===== src/periph_pkg.sv =====
// Shared definitions for the peripheral bus block
// Bus widths, address map fields, access codes and GPIO register offsets

package periph_pkg;

    // Bus widths
    localparam int ADDR_W = 11;
    localparam int DATA_W = 32;
    localparam int BYTE_W = 8;
    localparam int PIN_COUNT = 8;

    // Slot decode
    localparam int SLOT_COUNT = 16;
    localparam int SLOT_IDX_W = 4;
    localparam int SIMPLE_BIT = 10;
    localparam int USER_IDX_LSB = 6;
    localparam int SIMPLE_IDX_LSB = 4;
    localparam int USER_OFS_W = 6;
    localparam int SIMPLE_OFS_W = 4;

    typedef logic [SLOT_IDX_W-1:0] slot_idx_t;

    localparam slot_idx_t SLOT_GPIO = 4'd1;

    // Pin function select
    // Top bit picks the simple region, low bits give the slot
    localparam int FUNC_SEL_W = 5;
    localparam logic [FUNC_SEL_W-1:0] FUNC_SEL_RESET = {1'b0, SLOT_GPIO};

    // GPIO register offsets
    localparam logic [USER_OFS_W-1:0] GPIO_OUT_OFS = 6'h00;
    localparam logic [USER_OFS_W-1:0] GPIO_IN_OFS = 6'h04;
    localparam logic [USER_OFS_W-1:0] GPIO_FUNC_OFS = 6'h20;

    // Byte register peripheral
    localparam int BYTE_REG_COUNT = 4;

    // Access codes on the read and write request lines
    typedef logic [1:0] access_t;

    localparam access_t ACC_BYTE = 2'b00;
    localparam access_t ACC_HALF = 2'b01;
    localparam access_t ACC_WORD = 2'b10;
    localparam access_t ACC_NONE = 2'b11;

endpackage


===== src/periph_bus_ctrl.sv =====
// Bus controller for the peripheral block
// Address decode, write strobes, read data mux and registered read hold

`timescale 1ns/1ps

module periph_bus_ctrl (
    input  logic                                               clk,
    input  logic                                               rst_n,
    input  logic [periph_pkg::ADDR_W-1:0]                      i_addr,
    input  periph_pkg::access_t                                i_data_write_n,
    input  periph_pkg::access_t                                i_data_read_n,
    input  logic                                               i_data_read_complete,
    input  logic [periph_pkg::DATA_W-1:0]                      i_gpio_rdata,
    input  logic [periph_pkg::SLOT_COUNT*periph_pkg::BYTE_W-1:0] i_simple_rdata,
    output logic                                               o_gpio_wr,
    output logic [periph_pkg::SLOT_COUNT-1:0]                  o_simple_wr,
    output logic [periph_pkg::DATA_W-1:0]                      o_data_out,
    output logic                                               o_data_ready
);
    import periph_pkg::*;

    logic              is_simple;
    slot_idx_t         user_idx;
    slot_idx_t         simple_idx;
    logic              write_req;
    logic              read_req;
    logic              read_peri;
    logic              capture;
    logic [DATA_W-1:0] rdata_mux;
    logic [DATA_W-1:0] data_out_q;
    logic              hold_q;
    logic              ready_q;

    // Region and slot fields of the address
    assign is_simple  = i_addr[SIMPLE_BIT];
    assign user_idx   = i_addr[USER_IDX_LSB +: SLOT_IDX_W];
    assign simple_idx = i_addr[SIMPLE_IDX_LSB +: SLOT_IDX_W];

    assign write_req = (i_data_write_n != ACC_NONE);
    assign read_req  = (i_data_read_n != ACC_NONE);

    // Read is hidden from the slots while the buffered result is presented
    assign read_peri = read_req && !ready_q;

    // All kept slots answer at once, so only the hold gates the capture
    assign capture = read_peri && !hold_q;

    assign o_gpio_wr = write_req && !is_simple && (user_idx == SLOT_GPIO);

    always_comb begin
        o_simple_wr = '0;
        if (write_req && is_simple) begin
            o_simple_wr[simple_idx] = 1'b1;
        end
    end

    // Read data from the addressed slot
    always_comb begin
        rdata_mux = '0;
        if (is_simple) begin
            rdata_mux = {{(DATA_W-BYTE_W){1'b0}}, i_simple_rdata[simple_idx*BYTE_W +: BYTE_W]};
        end else if (user_idx == SLOT_GPIO) begin
            rdata_mux = i_gpio_rdata;
        end
    end

    always_ff @(posedge clk) begin
        if (!rst_n) begin
            hold_q  <= 1'b0;
            ready_q <= 1'b0;
        end else begin
            if (i_data_read_complete) begin
                hold_q <= 1'b0;
            end
            if (capture) begin
                hold_q <= 1'b1;
            end
            // One cycle behind the request to line up with data_out_q
            ready_q <= read_req;
        end
    end

    // Captured read data, held until the core completes the read
    always_ff @(posedge clk) begin
        if (capture) begin
            data_out_q <= rdata_mux;
        end
    end

    assign o_data_out   = data_out_q;
    assign o_data_ready = ready_q || write_req;

endmodule


===== src/periph_byte_regs.sv =====
// Simple byte peripheral
// Four byte registers, register 0 drives the pin byte

`timescale 1ns/1ps

module periph_byte_regs (
    input  logic                                clk,
    input  logic                                rst_n,
    input  logic [periph_pkg::SIMPLE_OFS_W-1:0] i_offset,
    input  logic [periph_pkg::BYTE_W-1:0]       i_data_in,
    input  logic                                i_wr,
    output logic [periph_pkg::BYTE_W-1:0]       o_rdata,
    output logic [periph_pkg::PIN_COUNT-1:0]    o_pins
);
    import periph_pkg::*;

    localparam int REG_IDX_W = $clog2(BYTE_REG_COUNT);

    logic [BYTE_W-1:0]    regs_q [BYTE_REG_COUNT];
    logic                 in_range;
    logic [REG_IDX_W-1:0] reg_idx;

    // Offsets past the last register read zero
    assign in_range = (i_offset < BYTE_REG_COUNT);
    assign reg_idx  = i_offset[REG_IDX_W-1:0];

    always_ff @(posedge clk) begin
        if (!rst_n) begin
            for (int r = 0; r < BYTE_REG_COUNT; r++) begin
                regs_q[r] <= '0;
            end
        end else if (i_wr && in_range) begin
            regs_q[reg_idx] <= i_data_in;
        end
    end

    assign o_rdata = in_range ? regs_q[reg_idx] : '0;
    assign o_pins  = regs_q[0];

endmodule


===== src/periph_gpio.sv =====
// GPIO user peripheral
// Output register, input pin read and per-pin function select registers

`timescale 1ns/1ps

module periph_gpio (
    input  logic                                                   clk,
    input  logic                                                   rst_n,
    input  logic [periph_pkg::USER_OFS_W-1:0]                      i_offset,
    input  logic [periph_pkg::BYTE_W-1:0]                          i_data_in,
    input  logic                                                   i_wr,
    input  logic [periph_pkg::PIN_COUNT-1:0]                       i_ui_in,
    output logic [periph_pkg::DATA_W-1:0]                          o_rdata,
    output logic [periph_pkg::PIN_COUNT-1:0]                       o_gpio_out,
    output logic [periph_pkg::PIN_COUNT*periph_pkg::FUNC_SEL_W-1:0] o_func_sel
);
    import periph_pkg::*;

    localparam int PIN_IDX_W = $clog2(PIN_COUNT);

    logic [PIN_COUNT-1:0]  gpio_out_q;
    logic [FUNC_SEL_W-1:0] func_sel_q [PIN_COUNT];
    logic [USER_OFS_W-1:0] func_rel;
    logic                  func_hit;
    logic [PIN_IDX_W-1:0]  func_idx;

    // Function selects sit on word offsets from GPIO_FUNC_OFS, one per pin
    assign func_rel = i_offset - GPIO_FUNC_OFS;
    assign func_hit = (i_offset >= GPIO_FUNC_OFS) &&
                      (func_rel[1:0] == 2'b00) &&
                      (func_rel < PIN_COUNT*4);
    assign func_idx = func_rel[PIN_IDX_W+1:2];

    always_ff @(posedge clk) begin
        if (!rst_n) begin
            gpio_out_q <= '0;
            for (int p = 0; p < PIN_COUNT; p++) begin
                func_sel_q[p] <= FUNC_SEL_RESET;
            end
        end else if (i_wr) begin
            if (i_offset == GPIO_OUT_OFS) begin
                gpio_out_q <= i_data_in[PIN_COUNT-1:0];
            end
            if (func_hit) begin
                func_sel_q[func_idx] <= i_data_in[FUNC_SEL_W-1:0];
            end
        end
    end

    // Register read-back
    always_comb begin
        o_rdata = '0;
        if (i_offset == GPIO_OUT_OFS) begin
            o_rdata[PIN_COUNT-1:0] = gpio_out_q;
        end else if (i_offset == GPIO_IN_OFS) begin
            o_rdata[PIN_COUNT-1:0] = i_ui_in;
        end else if (func_hit) begin
            o_rdata[FUNC_SEL_W-1:0] = func_sel_q[func_idx];
        end
    end

    assign o_gpio_out = gpio_out_q;

    // Pack the selects for the pin mux
    for (genvar p = 0; p < PIN_COUNT; p++) begin : g_sel
        assign o_func_sel[p*FUNC_SEL_W +: FUNC_SEL_W] = func_sel_q[p];
    end

endmodule


===== src/periph_pin_mux.sv =====
// Output pin routing
// Each pin takes its bit from GPIO or from the simple slot its select names

`timescale 1ns/1ps

module periph_pin_mux (
    input  logic [periph_pkg::PIN_COUNT*periph_pkg::FUNC_SEL_W-1:0] i_func_sel,
    input  logic [periph_pkg::PIN_COUNT-1:0]                        i_gpio_out,
    input  logic [periph_pkg::SLOT_COUNT*periph_pkg::BYTE_W-1:0]    i_simple_pins,
    output logic [periph_pkg::PIN_COUNT-1:0]                        o_uo_out
);
    import periph_pkg::*;

    for (genvar g = 0; g < PIN_COUNT; g++) begin : g_pin
        logic [FUNC_SEL_W-1:0] sel;
        logic                  to_simple;
        slot_idx_t             src;
        logic [BYTE_W-1:0]     simple_byte;

        assign sel       = i_func_sel[g*FUNC_SEL_W +: FUNC_SEL_W];
        assign to_simple = sel[FUNC_SEL_W-1];
        assign src       = sel[SLOT_IDX_W-1:0];

        // Pin byte of the selected simple slot
        assign simple_byte = i_simple_pins[src*BYTE_W +: BYTE_W];

        // Only GPIO drives pins from the user region
        assign o_uo_out[g] = to_simple          ? simple_byte[g] :
                             (src == SLOT_GPIO) ? i_gpio_out[g]  :
                                                  1'b0;
    end

endmodule


===== src/periph_top.sv =====
// Top level of the peripheral bus block
// Bus controller, GPIO, pin routing and byte registers in simple slots 0 and 1

`timescale 1ns/1ps

module periph_top (
    input  logic                              clk,
    input  logic                              rst_n,
    input  logic [periph_pkg::ADDR_W-1:0]     i_addr,
    input  logic [periph_pkg::DATA_W-1:0]     i_data_in,
    input  periph_pkg::access_t               i_data_write_n,
    input  periph_pkg::access_t               i_data_read_n,
    output logic [periph_pkg::DATA_W-1:0]     o_data_out,
    output logic                              o_data_ready,
    input  logic                              i_data_read_complete,
    input  logic [periph_pkg::PIN_COUNT-1:0]  i_ui_in,
    output logic [periph_pkg::PIN_COUNT-1:0]  o_uo_out
);
    import periph_pkg::*;

    // Simple slots with a byte register peripheral behind them
    localparam int SIMPLE_USED = 2;

    logic                             gpio_wr;
    logic [SLOT_COUNT-1:0]            simple_wr;
    logic [DATA_W-1:0]                gpio_rdata;
    logic [PIN_COUNT-1:0]             gpio_out;
    logic [PIN_COUNT*FUNC_SEL_W-1:0]  func_sel;
    logic [SLOT_COUNT*BYTE_W-1:0]     simple_rdata;
    logic [SLOT_COUNT*BYTE_W-1:0]     simple_pins;

    periph_bus_ctrl bus_ctrl_inst (
        .clk                  (clk),
        .rst_n                (rst_n),
        .i_addr               (i_addr),
        .i_data_write_n       (i_data_write_n),
        .i_data_read_n        (i_data_read_n),
        .i_data_read_complete (i_data_read_complete),
        .i_gpio_rdata         (gpio_rdata),
        .i_simple_rdata       (simple_rdata),
        .o_gpio_wr            (gpio_wr),
        .o_simple_wr          (simple_wr),
        .o_data_out           (o_data_out),
        .o_data_ready         (o_data_ready)
    );

    periph_gpio gpio_inst (
        .clk        (clk),
        .rst_n      (rst_n),
        .i_offset   (i_addr[USER_OFS_W-1:0]),
        .i_data_in  (i_data_in[BYTE_W-1:0]),
        .i_wr       (gpio_wr),
        .i_ui_in    (i_ui_in),
        .o_rdata    (gpio_rdata),
        .o_gpio_out (gpio_out),
        .o_func_sel (func_sel)
    );

    for (genvar s = 0; s < SIMPLE_USED; s++) begin : g_simple
        periph_byte_regs byte_regs_inst (
            .clk       (clk),
            .rst_n     (rst_n),
            .i_offset  (i_addr[SIMPLE_OFS_W-1:0]),
            .i_data_in (i_data_in[BYTE_W-1:0]),
            .i_wr      (simple_wr[s]),
            .o_rdata   (simple_rdata[s*BYTE_W +: BYTE_W]),
            .o_pins    (simple_pins[s*BYTE_W +: BYTE_W])
        );
    end

    // Empty simple slots read zero and drive no pins
    assign simple_rdata[SLOT_COUNT*BYTE_W-1:SIMPLE_USED*BYTE_W] = '0;
    assign simple_pins[SLOT_COUNT*BYTE_W-1:SIMPLE_USED*BYTE_W]  = '0;

    periph_pin_mux pin_mux_inst (
        .i_func_sel    (func_sel),
        .i_gpio_out    (gpio_out),
        .i_simple_pins (simple_pins),
        .o_uo_out      (o_uo_out)
    );

endmodule


===== config.mk =====
export PLATFORM = sky130hd
export DESIGN_NAME = periph_top
export DESIGN_NICKNAME = d
export VERILOG_FILES = /design/src/periph_pkg.sv /design/src/periph_bus_ctrl.sv /design/src/periph_byte_regs.sv /design/src/periph_gpio.sv /design/src/periph_pin_mux.sv /design/src/periph_top.sv
export SDC_FILE = /design/constraint.sdc
export NUM_CORES = 1
export LEC_CHECK = 0
export BUFFER_PORTS_ARGS = -buffer_cell sky130_fd_sc_hd__buf_4
export CAP_MARGIN = 0
export CORE_AREA = 2 2 127 129
export CTS_CLUSTER_DIAMETER = 120
export CTS_CLUSTER_SIZE = 25
export DETAILED_ROUTE_END_ITERATION = 10
export DIE_AREA = 0 0 129 131
export PLACE_DENSITY_LB_ADDON = 0.25
export SYNTH_ARGS = -nofsm -noshare
export SYNTH_HDL_FRONTEND = slang
export SYNTH_SLANG_ARGS = --single-unit

===== constraint.sdc =====
create_clock -name clk -period 2.46 [get_ports clk]
set_input_delay 0.123 -clock clk [delete_from_list [all_inputs] [get_ports clk]]
set_output_delay 0.123 -clock clk [all_outputs]
set_load 0.02 [all_outputs]

==> results of run 1 <==
logic make-up after synthesis:
family | Yosys count
buffers and inverters | 47
multiplexers | 50
other | 1
AO/OA/AOI/OAI | 62
flip-flops | 122
AND/OR/NAND/NOR | 203
registers in the layout (all words and copies together), names as in the netlist:
register                        count
bus_ctrl_inst.ready_q               1
g_simple.byte_regs_inst.regs_q     64
bus_ctrl_inst.hold_q                1
gpio_inst.o_gpio_out                8
bus_ctrl_inst.o_data_out            8
gpio_inst.func_sel_q               40
critical path: stages, from the launching register on:
cell                       delay, ns
sky130_fd_sc_hd__edfxtp_1       0.44
sky130_fd_sc_hd__mux2_2         0.38
sky130_fd_sc_hd__a21oi_1        0.23
sky130_fd_sc_hd__nor4_1         0.08
sky130_fd_sc_hd__buf_4          0.16
area by class of cell:
type / instances / share of cell area [%]
timing repair buffer: 74 / 7.63
tap: 216 / 3.68
multi-input combinational: 339 / 32.4
clock buffer: 20 / 5.95
clock inverter: 11 / 1.76
sequential: 122 / 48.5
how the worst max path moves through the flow:
| stage | start | endpoint | slack, ns | cells past startpoint |
|---|---|---|---|---|
| 3_3_place_gp | i_addr[4] | gpio_inst.func_sel_q[1][1] | 0.45 | 4 |
| 4_1_cts | gpio_inst.func_sel_q[7][0] | o_uo_out[7] | 0.57 | 4 |
| 2_1_floorplan | i_addr[2] | gpio_inst.func_sel_q[3][0] | 0.69 | 5 |
| 5_1_grt | gpio_inst.func_sel_q[0][0] | o_uo_out[0] | 0.57 | 4 |
| 6_report | gpio_inst.func_sel_q[7][0] | o_uo_out[7] | 0.64 | 4 |
| 3_5_place_dp | i_addr[4] | gpio_inst.func_sel_q[1][2] | 0.39 | 4 |
per-layer routing:
layer	up-vias	track usage (%)
met5	-	0
met4	0	9.08
met3	28	4.32
met2	184	32.0
met1	2026	26.4
li1	1902	-
placed cells by master (no fill, tap or decap), types with 3 or more instances in the layout:
cell type and count:
sky130_fd_sc_hd__edfxtp_1 112, sky130_fd_sc_hd__nand2_1 15, sky130_fd_sc_hd__clkbuf_16 17, sky130_fd_sc_hd__buf_4 72, sky130_fd_sc_hd__clkinv_2 4, sky130_fd_sc_hd__nand2b_1 9, sky130_fd_sc_hd__nor2_1 25, sky130_fd_sc_hd__nor2b_1 20
sky130_fd_sc_hd__clkinv_1 3, sky130_fd_sc_hd__or3_1 7, sky130_fd_sc_hd__a22oi_1 3, sky130_fd_sc_hd__and3_1 20, sky130_fd_sc_hd__a211oi_1 16, sky130_fd_sc_hd__a22o_1 5, sky130_fd_sc_hd__and2_1 82, sky130_fd_sc_hd__conb_1 24
sky130_fd_sc_hd__mux2i_1 26, sky130_fd_sc_hd__o22ai_1 8, sky130_fd_sc_hd__dfxtp_1 10, sky130_fd_sc_hd__clkbuf_1 3, sky130_fd_sc_hd__o21ai_0 17, sky130_fd_sc_hd__a21oi_1 9, sky130_fd_sc_hd__bufinv_16 3, sky130_fd_sc_hd__nor4_1 13
sky130_fd_sc_hd__nand3_1 3, sky130_fd_sc_hd__mux2_2 8, sky130_fd_sc_hd__mux4_2 16
stage by stage:
step	utilization (%)	hold slack (ns)	setup WS, ns
floorplan	-	0.229	0.686
global placement	43.3	0.324	0.452
detailed placement	43.3	0.333	0.392
CTS	47.1	0.00249	0.567
global route	47.1	0.0219	0.567
finish	47.1	0.0141	0.637
what timing repair did:
item                      in CTS  in global routing
resized for setup              0                  0
hold buffers                   2                  0
hold endpoints to repair       1                  0
report_power, final:
| part | internal [uW] | switching, uW | total (uW) |
|---|---|---|---|
| clock network | 1560 | 861 | 2430 |
| registers | 2360 | 51.3 | 2410 |
| logic | 175 | 268 | 443 |
| total | 4100 | 1180 | 5280 |
==> impl_metrics.prom, run 1 <==
# TYPE chip_impl_metric gauge
chip_impl_info{name="outcome",value="finished clean"} 1
chip_impl_metric{name="rows",unit=""} 46
chip_impl_metric{name="final_hold_viol_count",unit=""} 0
chip_impl_metric{name="number_of_global_route_vias_before_repair",unit=""} 4096
chip_impl_metric{name="timing.final.max_slew_violations",unit=""} 0
chip_impl_metric{name="critPathMaxFanout",unit=""} 3
chip_impl_metric{name="worst_ep_required_time",unit="ns"} 2.34
chip_impl_metric{name="clock_sink_count",unit=""} 122
chip_impl_info{name="dominantRegCellSynth",value="sky130_fd_sc_hd__edfxtp_1"} 1
chip_impl_metric{name="yosys.area_share.simple",unit="%"} 19.3
chip_impl_metric{name="grt_first_pass_wirelength",unit="microns"} 24000
chip_impl_metric{name="clock.fmax",unit="MHz"} 548
chip_impl_metric{name="cts_made_buffers",unit=""} 17
chip_impl_info{name="yosysMostFrequentCell",value="sky130_fd_sc_hd__edfxtp_1"} 1
chip_impl_metric{name="setup_viol_count_final",unit=""} 0
chip_impl_info{name="timing.hold.worst.start",value="i_data_read_complete"} 1
chip_impl_metric{name="yosys_warnings",unit=""} 0
chip_impl_metric{name="placed_cells_incl_taps",unit=""} 749
chip_impl_metric{name="fin_skew",unit="ns"} 0.00814
chip_impl_metric{name="fraction_of_the_yosys_area_taken_by_sequential_cells",unit="%"} 58.0
chip_impl_metric{name="synth_cell_types",unit=""} 36
chip_impl_metric{name="met3_wirelength",unit="microns"} 1130
chip_impl_metric{name="first_pass_iters",unit=""} 4
chip_impl_metric{name="die_x",unit="microns"} 129
chip_impl_metric{name="synth_edf_count",unit=""} 112
chip_impl_metric{name="muxShareOfSynthArea",unit="%"} 11.6
chip_impl_metric{name="netlist.area_leader.share",unit="%"} 54.8
chip_impl_metric{name="postSynth.asyncResetShare",unit="%"} 0
chip_impl_metric{name="final-seq-area",unit="sq mm"} 0.00356
chip_impl_metric{name="finalNetCount",unit=""} 612
chip_impl_metric{name="initial_utilization",unit="%"} 39.4
chip_impl_metric{name="maximum_number_of_pins_on_one_net_before_global_route_repair",unit=""} 39
chip_impl_metric{name="yosys.area_share.adder",unit="%"} 0
chip_impl_metric{name="synth-seq-cells",unit=""} 122
chip_impl_metric{name="worstSkewPairLatency",unit="ns"} 0.42
chip_impl_metric{name="vias_per_cell",unit=""} 5.29
chip_impl_metric{name="core-area",unit="sq mm"} 0.0156
chip_impl_metric{name="dpl_cell_area",unit="sq mm"} 0.00676
chip_impl_info{name="netlist_top_cells_area",value="sky130_fd_sc_hd__edfxtp_1 (55%), sky130_fd_sc_hd__and2_1 (8.4%), sky130_fd_sc_hd__mux4_2 (5.9%)"} 1
chip_impl_metric{name="fin_crit",unit="ns"} 1.82
chip_impl_metric{name="netlist_instances",unit=""} 485
chip_impl_metric{name="finalPower",unit="uW"} 5280
chip_impl_metric{name="worst-r2r-cell-count",unit=""} 5
chip_impl_metric{name="via_count",unit=""} 4140
chip_impl_metric{name="worstMarginPinSlew",unit="ns"} 0.693
chip_impl_info{name="synth_top_cell_by_area",value="sky130_fd_sc_hd__edfxtp_1"} 1
chip_impl_metric{name="syn2layout_area_growth",unit="%"} 19.6
chip_impl_metric{name="design.portCount",unit=""} 99
chip_impl_metric{name="floorplan.die_area",unit="sq mm"} 0.0169
chip_impl_metric{name="timing.max_cap.violations",unit=""} 0
chip_impl_metric{name="grt_antenna_before_repair",unit=""} 0
chip_impl_metric{name="grt_use_total",unit="%"} 20.0
chip_impl_info{name="setup_repair_after_global_routing_missed_its_margin",value="false"} 1
chip_impl_metric{name="m1WireLength",unit="microns"} 6700
chip_impl_metric{name="final.setup.tns",unit="ns"} 0
chip_impl_metric{name="die_height",unit="microns"} 131
chip_impl_info{name="cts.root.buffer_cell",value="sky130_fd_sc_hd__clkbuf_16"} 1
chip_impl_metric{name="cts-htree-levels",unit=""} 4
chip_impl_metric{name="total_leakage_power",unit="uW"} 0.00269
chip_impl_info{name="criticalPathCategory",value="flip-flop to output port"} 1
chip_impl_metric{name="min_delay_path_depth",unit=""} 3
chip_impl_info{name="worstHoldPathType",value="input pin to flip-flop"} 1
chip_impl_metric{name="cellPowerDensity",unit="mW/mm^2"} 720
chip_impl_info{name="largest_family_of_logic_cells_by_synthesized_area",value="simple AND/OR/NAND/NOR gates"} 1
chip_impl_info{name="clock_tree_from_tritoncts",value="done"} 1
chip_impl_metric{name="post_synthesis_average_cell_area",unit="sq um"} 12.7
chip_impl_metric{name="synth_xor_area_share",unit="%"} 0
chip_impl_info{name="r2r-end",value="bus_ctrl_inst.o_data_out[0]"} 1
chip_impl_metric{name="nFillCells",unit=""} 1359
chip_impl_metric{name="cts_clk_pin_slew_worst_paths",unit="ns"} 0.05
chip_impl_metric{name="antenna_left",unit=""} 0
chip_impl_metric{name="dpl.hpwl",unit="microns"} 11200
chip_impl_metric{name="timing.max_slew.rel_slack",unit="%"} 53.3
chip_impl_metric{name="io_buffers",unit=""} 50
chip_impl_info{name="crit-reg2reg-launch",value="gpio_inst.func_sel_q[6][0]"} 1
chip_impl_metric{name="synthesis.area",unit="sq mm"} 0.00614
chip_impl_metric{name="cts_buffer_depth",unit=""} 2
chip_impl_metric{name="drive_gt1_share",unit="%"} 21.9
chip_impl_metric{name="cts_post_setup_buffers_inserted",unit=""} 0
chip_impl_metric{name="drt_iter0_markers",unit=""} 354
chip_impl_metric{name="place.gp.congestion",unit=""} 0.894
chip_impl_info{name="top_layer_used",value="met4"} 1
chip_impl_info{name="worst_setup_path_end_kind",value="output port"} 1
chip_impl_metric{name="post_drt_wl_per_cell",unit="microns"} 20.2
chip_impl_metric{name="wirelength",unit="microns"} 15800
chip_impl_metric{name="final_cell_area",unit="sq mm"} 0.00734
chip_impl_metric{name="layout_worst_path_cycle_share",unit="%"} 74.1
chip_impl_metric{name="synth_compound_area_share",unit="%"} 6.46
chip_impl_info{name="post_synth_most_frequent_cells",value="sky130_fd_sc_hd__edfxtp_1 (112), sky130_fd_sc_hd__and2_1 (82), sky130_fd_sc_hd__mux2i_1 (26)"} 1
chip_impl_info{name="worst_setup_path_start_kind",value="flip-flop"} 1
chip_impl_metric{name="critPathArrivalTime",unit="ns"} 1.70
chip_impl_metric{name="met2_wirelength",unit="microns"} 7560
chip_impl_metric{name="fin_cells",unit=""} 782
chip_impl_metric{name="grt_remaining_overflow",unit=""} 0
chip_impl_metric{name="power.ir.vdd_worst",unit="mV"} 0.507
chip_impl_metric{name="total_inserted_antenna_cells",unit=""} 0
chip_impl_metric{name="multiInputGateArea",unit="sq mm"} 0.00238
chip_impl_info{name="hold_end",value="bus_ctrl_inst.hold_q"} 1
chip_impl_metric{name="r2r_setup_slack",unit="ns"} 0.80
chip_impl_metric{name="drc_violations_left",unit=""} 0
Power figures use the tool's default switching activity.
==> run 2, diff against run 1 <==
- clock period: 2.46 -> 1.6 ns (I/O delays scaled with it)
==> impl_metrics.prom, run 2 (synthesized netlist as in run 1, its figures left out) <==
# TYPE chip_impl_metric gauge
chip_impl_info{name="outcome",value="complete, but fails checks"} 1
chip_impl_info{name="violations",value="negative setup slack"} 1
chip_impl_metric{name="maximum_number_of_pins_on_one_net_before_global_route_repair",unit=""} 24
chip_impl_info{name="hold_end",value="gpio_inst.o_gpio_out[5]"} 1
chip_impl_metric{name="grt_antenna_before_repair",unit=""} 0
chip_impl_metric{name="min_delay_path_depth",unit=""} 3
chip_impl_metric{name="total_leakage_power",unit="uW"} 0.00303
chip_impl_metric{name="total_inserted_antenna_cells",unit=""} 0
chip_impl_info{name="worstHoldPathType",value="input pin to flip-flop"} 1
chip_impl_metric{name="clock.fmax",unit="MHz"} 591
chip_impl_info{name="worst_setup_path_start_kind",value="flip-flop"} 1
chip_impl_metric{name="cellPowerDensity",unit="mW/mm^2"} 1050
chip_impl_info{name="r2r-end",value="bus_ctrl_inst.o_data_out[2]"} 1
chip_impl_info{name="top_register",value="g_simple.byte_regs_inst.regs_q"} 1
chip_impl_metric{name="setup_ws",unit="ns"} -0.0926
chip_impl_metric{name="via_count",unit=""} 4267
chip_impl_info{name="worst_setup_path_end_kind",value="output port"} 1
chip_impl_metric{name="timing.max_cap.violations",unit=""} 0
chip_impl_metric{name="syn2layout_area_growth",unit="%"} 30.7
chip_impl_metric{name="drt_iter0_markers",unit=""} 266
chip_impl_metric{name="cts_made_buffers",unit=""} 17
chip_impl_metric{name="wirelength",unit="microns"} 16700
chip_impl_info{name="cts.root.buffer_cell",value="sky130_fd_sc_hd__clkbuf_16"} 1
chip_impl_metric{name="finalNetCount",unit=""} 665
chip_impl_metric{name="final_hold_viol_count",unit=""} 0
chip_impl_metric{name="final.setup.tns",unit="ns"} -0.784
chip_impl_metric{name="antenna_left",unit=""} 0
chip_impl_info{name="largest_registers",value="g_simple.byte_regs_inst.regs_q x64, gpio_inst.func_sel_q x40"} 1
chip_impl_metric{name="fin_skew",unit="ns"} 0.00602
chip_impl_metric{name="initial_utilization",unit="%"} 39.4
chip_impl_metric{name="power.ir.vdd_worst",unit="mV"} 0.906
chip_impl_info{name="clock_tree_from_tritoncts",value="done"} 1
chip_impl_metric{name="timing.final.max_slew_violations",unit=""} 0
chip_impl_metric{name="finalPower",unit="uW"} 8400
chip_impl_metric{name="worst-r2r-cell-count",unit=""} 4
chip_impl_metric{name="design.portCount",unit=""} 99
chip_impl_metric{name="place.gp.congestion",unit=""} 0.801
chip_impl_metric{name="placed_cells_incl_taps",unit=""} 792
chip_impl_info{name="crit-reg2reg-launch",value="g_simple[0].byte_regs_inst.regs_q[0][2]"} 1
chip_impl_metric{name="dpl.hpwl",unit="microns"} 12000
chip_impl_info{name="most_common_cell_after_layout_fill_and_taps_aside",value="sky130_fd_sc_hd__buf_4"} 1
chip_impl_metric{name="grt_remaining_overflow",unit=""} 0
chip_impl_metric{name="rows",unit=""} 46
chip_impl_metric{name="number_of_global_route_vias_before_repair",unit=""} 4375
chip_impl_metric{name="cpPeakStageDelay",unit="ns"} 0.41
chip_impl_info{name="cpMostUsedCell",value="sky130_fd_sc_hd__buf_4"} 1
chip_impl_metric{name="fin_cells",unit=""} 836
chip_impl_metric{name="largest_register_ff_count",unit=""} 64
chip_impl_metric{name="post_drt_wl_per_cell",unit="microns"} 19.9
chip_impl_metric{name="cts_clk_pin_slew_worst_paths",unit="ns"} 0.06
chip_impl_metric{name="place_ws",unit="ns"} -0.176
chip_impl_info{name="criticalPathCategory",value="flip-flop to output port"} 1
chip_impl_metric{name="drive_gt1_share",unit="%"} 34.0
chip_impl_metric{name="vias_per_cell",unit=""} 5.10
chip_impl_metric{name="worstSkewPairLatency",unit="ns"} 0.41
chip_impl_metric{name="r2r_setup_slack",unit="ns"} -0.07
chip_impl_metric{name="core-area",unit="sq mm"} 0.0156
chip_impl_metric{name="floorplan.die_area",unit="sq mm"} 0.0169
chip_impl_metric{name="setup_viol_count_final",unit=""} 14
chip_impl_metric{name="first_pass_iters",unit=""} 5
chip_impl_metric{name="die_x",unit="microns"} 129
chip_impl_metric{name="grt_first_pass_wirelength",unit="microns"} 25300
chip_impl_metric{name="cts_buffer_depth",unit=""} 2
chip_impl_metric{name="worst_ep_required_time",unit="ns"} 1.52
chip_impl_metric{name="critPathArrivalTime",unit="ns"} 1.61
chip_impl_metric{name="clock_sink_count",unit=""} 122
chip_impl_metric{name="cts-htree-levels",unit=""} 4
chip_impl_metric{name="io_buffers",unit=""} 50
chip_impl_metric{name="grt_use_total",unit="%"} 20.7
chip_impl_info{name="critical_path.slowest_cell",value="sky130_fd_sc_hd__edfxtp_1"} 1
chip_impl_info{name="timing.hold.worst.start",value="i_data_in[5]"} 1
chip_impl_metric{name="drc_violations_left",unit=""} 0
chip_impl_info{name="commonest_non_fill_non_tap_cells_in_the_layout",value="sky130_fd_sc_hd__buf_4 (116), sky130_fd_sc_hd__edfxtp_1 (112), sky130_fd_sc_hd__and2_1 (82), sky130_fd_sc_hd__conb_1 (24), sky130_fd_sc_hd__nor2_1 (22)"} 1
chip_impl_metric{name="critPathMaxFanout",unit=""} 2
chip_impl_metric{name="layout_worst_path_cycle_share",unit="%"} 106
chip_impl_metric{name="fin_crit",unit="ns"} 1.69
chip_impl_info{name="ordered_list_of_cells_on_the_worst_path",value="buf_4, mux2_4, a21oi_4, nor4_1, buf_4"} 1
chip_impl_metric{name="die_height",unit="microns"} 131
chip_impl_info{name="setup_repair_after_global_routing_missed_its_margin",value="true"} 1
run 2: cell count changes in the layout (fill, tap and decap cells not counted), sizes merged:
cell / change
dlygate4sd3: +1
clkbuf: +2
bufinv: -1
buf: +52
run 2: worst max path at each step:
stage / startpoint / endpoint / slack [ns] / depth (start not counted)
floorplan: i_addr[2] / gpio_inst.func_sel_q[3][0] / -0.13 / 5
global placement: i_addr[1] / bus_ctrl_inst.o_data_out[2] / -0.12 / 5
detailed placement: i_addr[1] / bus_ctrl_inst.o_data_out[1] / -0.18 / 5
CTS: gpio_inst.func_sel_q[6][0] / o_uo_out[6] / -0.14 / 5
global route: gpio_inst.func_sel_q[0][0] / o_uo_out[0] / -0.19 / 6
finish: g_simple[0].byte_regs_inst.regs_q[0][7] / o_uo_out[7] / -0.09 / 5
run 2: metrics by stage:
stage	cell area [sq um]	utilization [%]	hold slack, ns
finish	8020	51.4	0.0310
global route	8020	51.4	0.0549
CTS	7900	50.6	0.0228
detailed placement	7110	45.6	0.296
global placement	7110	45.6	0.281
floorplan	6240	-	0.186
run 2: routing by layer:
layer | vias to the layer above | track usage (%) | share of wire, %
li1 | 2010 | - | -
met1 | 2107 | 26.9 | 43
met2 | 125 | 35.2 | 50
met3 | 25 | 3.42 | 4.5
met4 | 0 | 7.67 | 2.1
met5 | - | 0 | 0
run 2: layout make-up:
| type | count | area [sq um] |
|---|---|---|
| sequential | 122 | 3560 |
| clock buffer | 22 | 487 |
| fill | 1321 | 7570 |
| timing repair buffer | 127 | 1010 |
| multi-input combinational | 339 | 2580 |
| clock inverter | 10 | 114 |
| tap | 216 | 270 |
run 2: where the power goes:
group / internal [uW] / switching, uW / total [uW]
clock network: 2470 / 1370 / 3840
registers: 3630 / 87.3 / 3720
logic: 372 / 461 / 833
run 2: worst max-delay path: cells and delay by family (launching register included):
kind | cells | cell delay [ns]
buffers and inverters | 2 | 0.32
AND/OR/NAND/NOR | 1 | 0.06
multiplexers | 1 | 0.30
flip-flops | 1 | 0.41
AO/OA/AOI/OAI | 1 | 0.13
run 2: what timing repair did:
action / CTS / global route
setup buffers: 7 / 2
gates resized for setup: 23 / 23
pin swaps: 11 / 4
hold buffers: 3 / 0
setup endpoints to repair: 8 / 15
hold endpoints to repair: 2 / 0
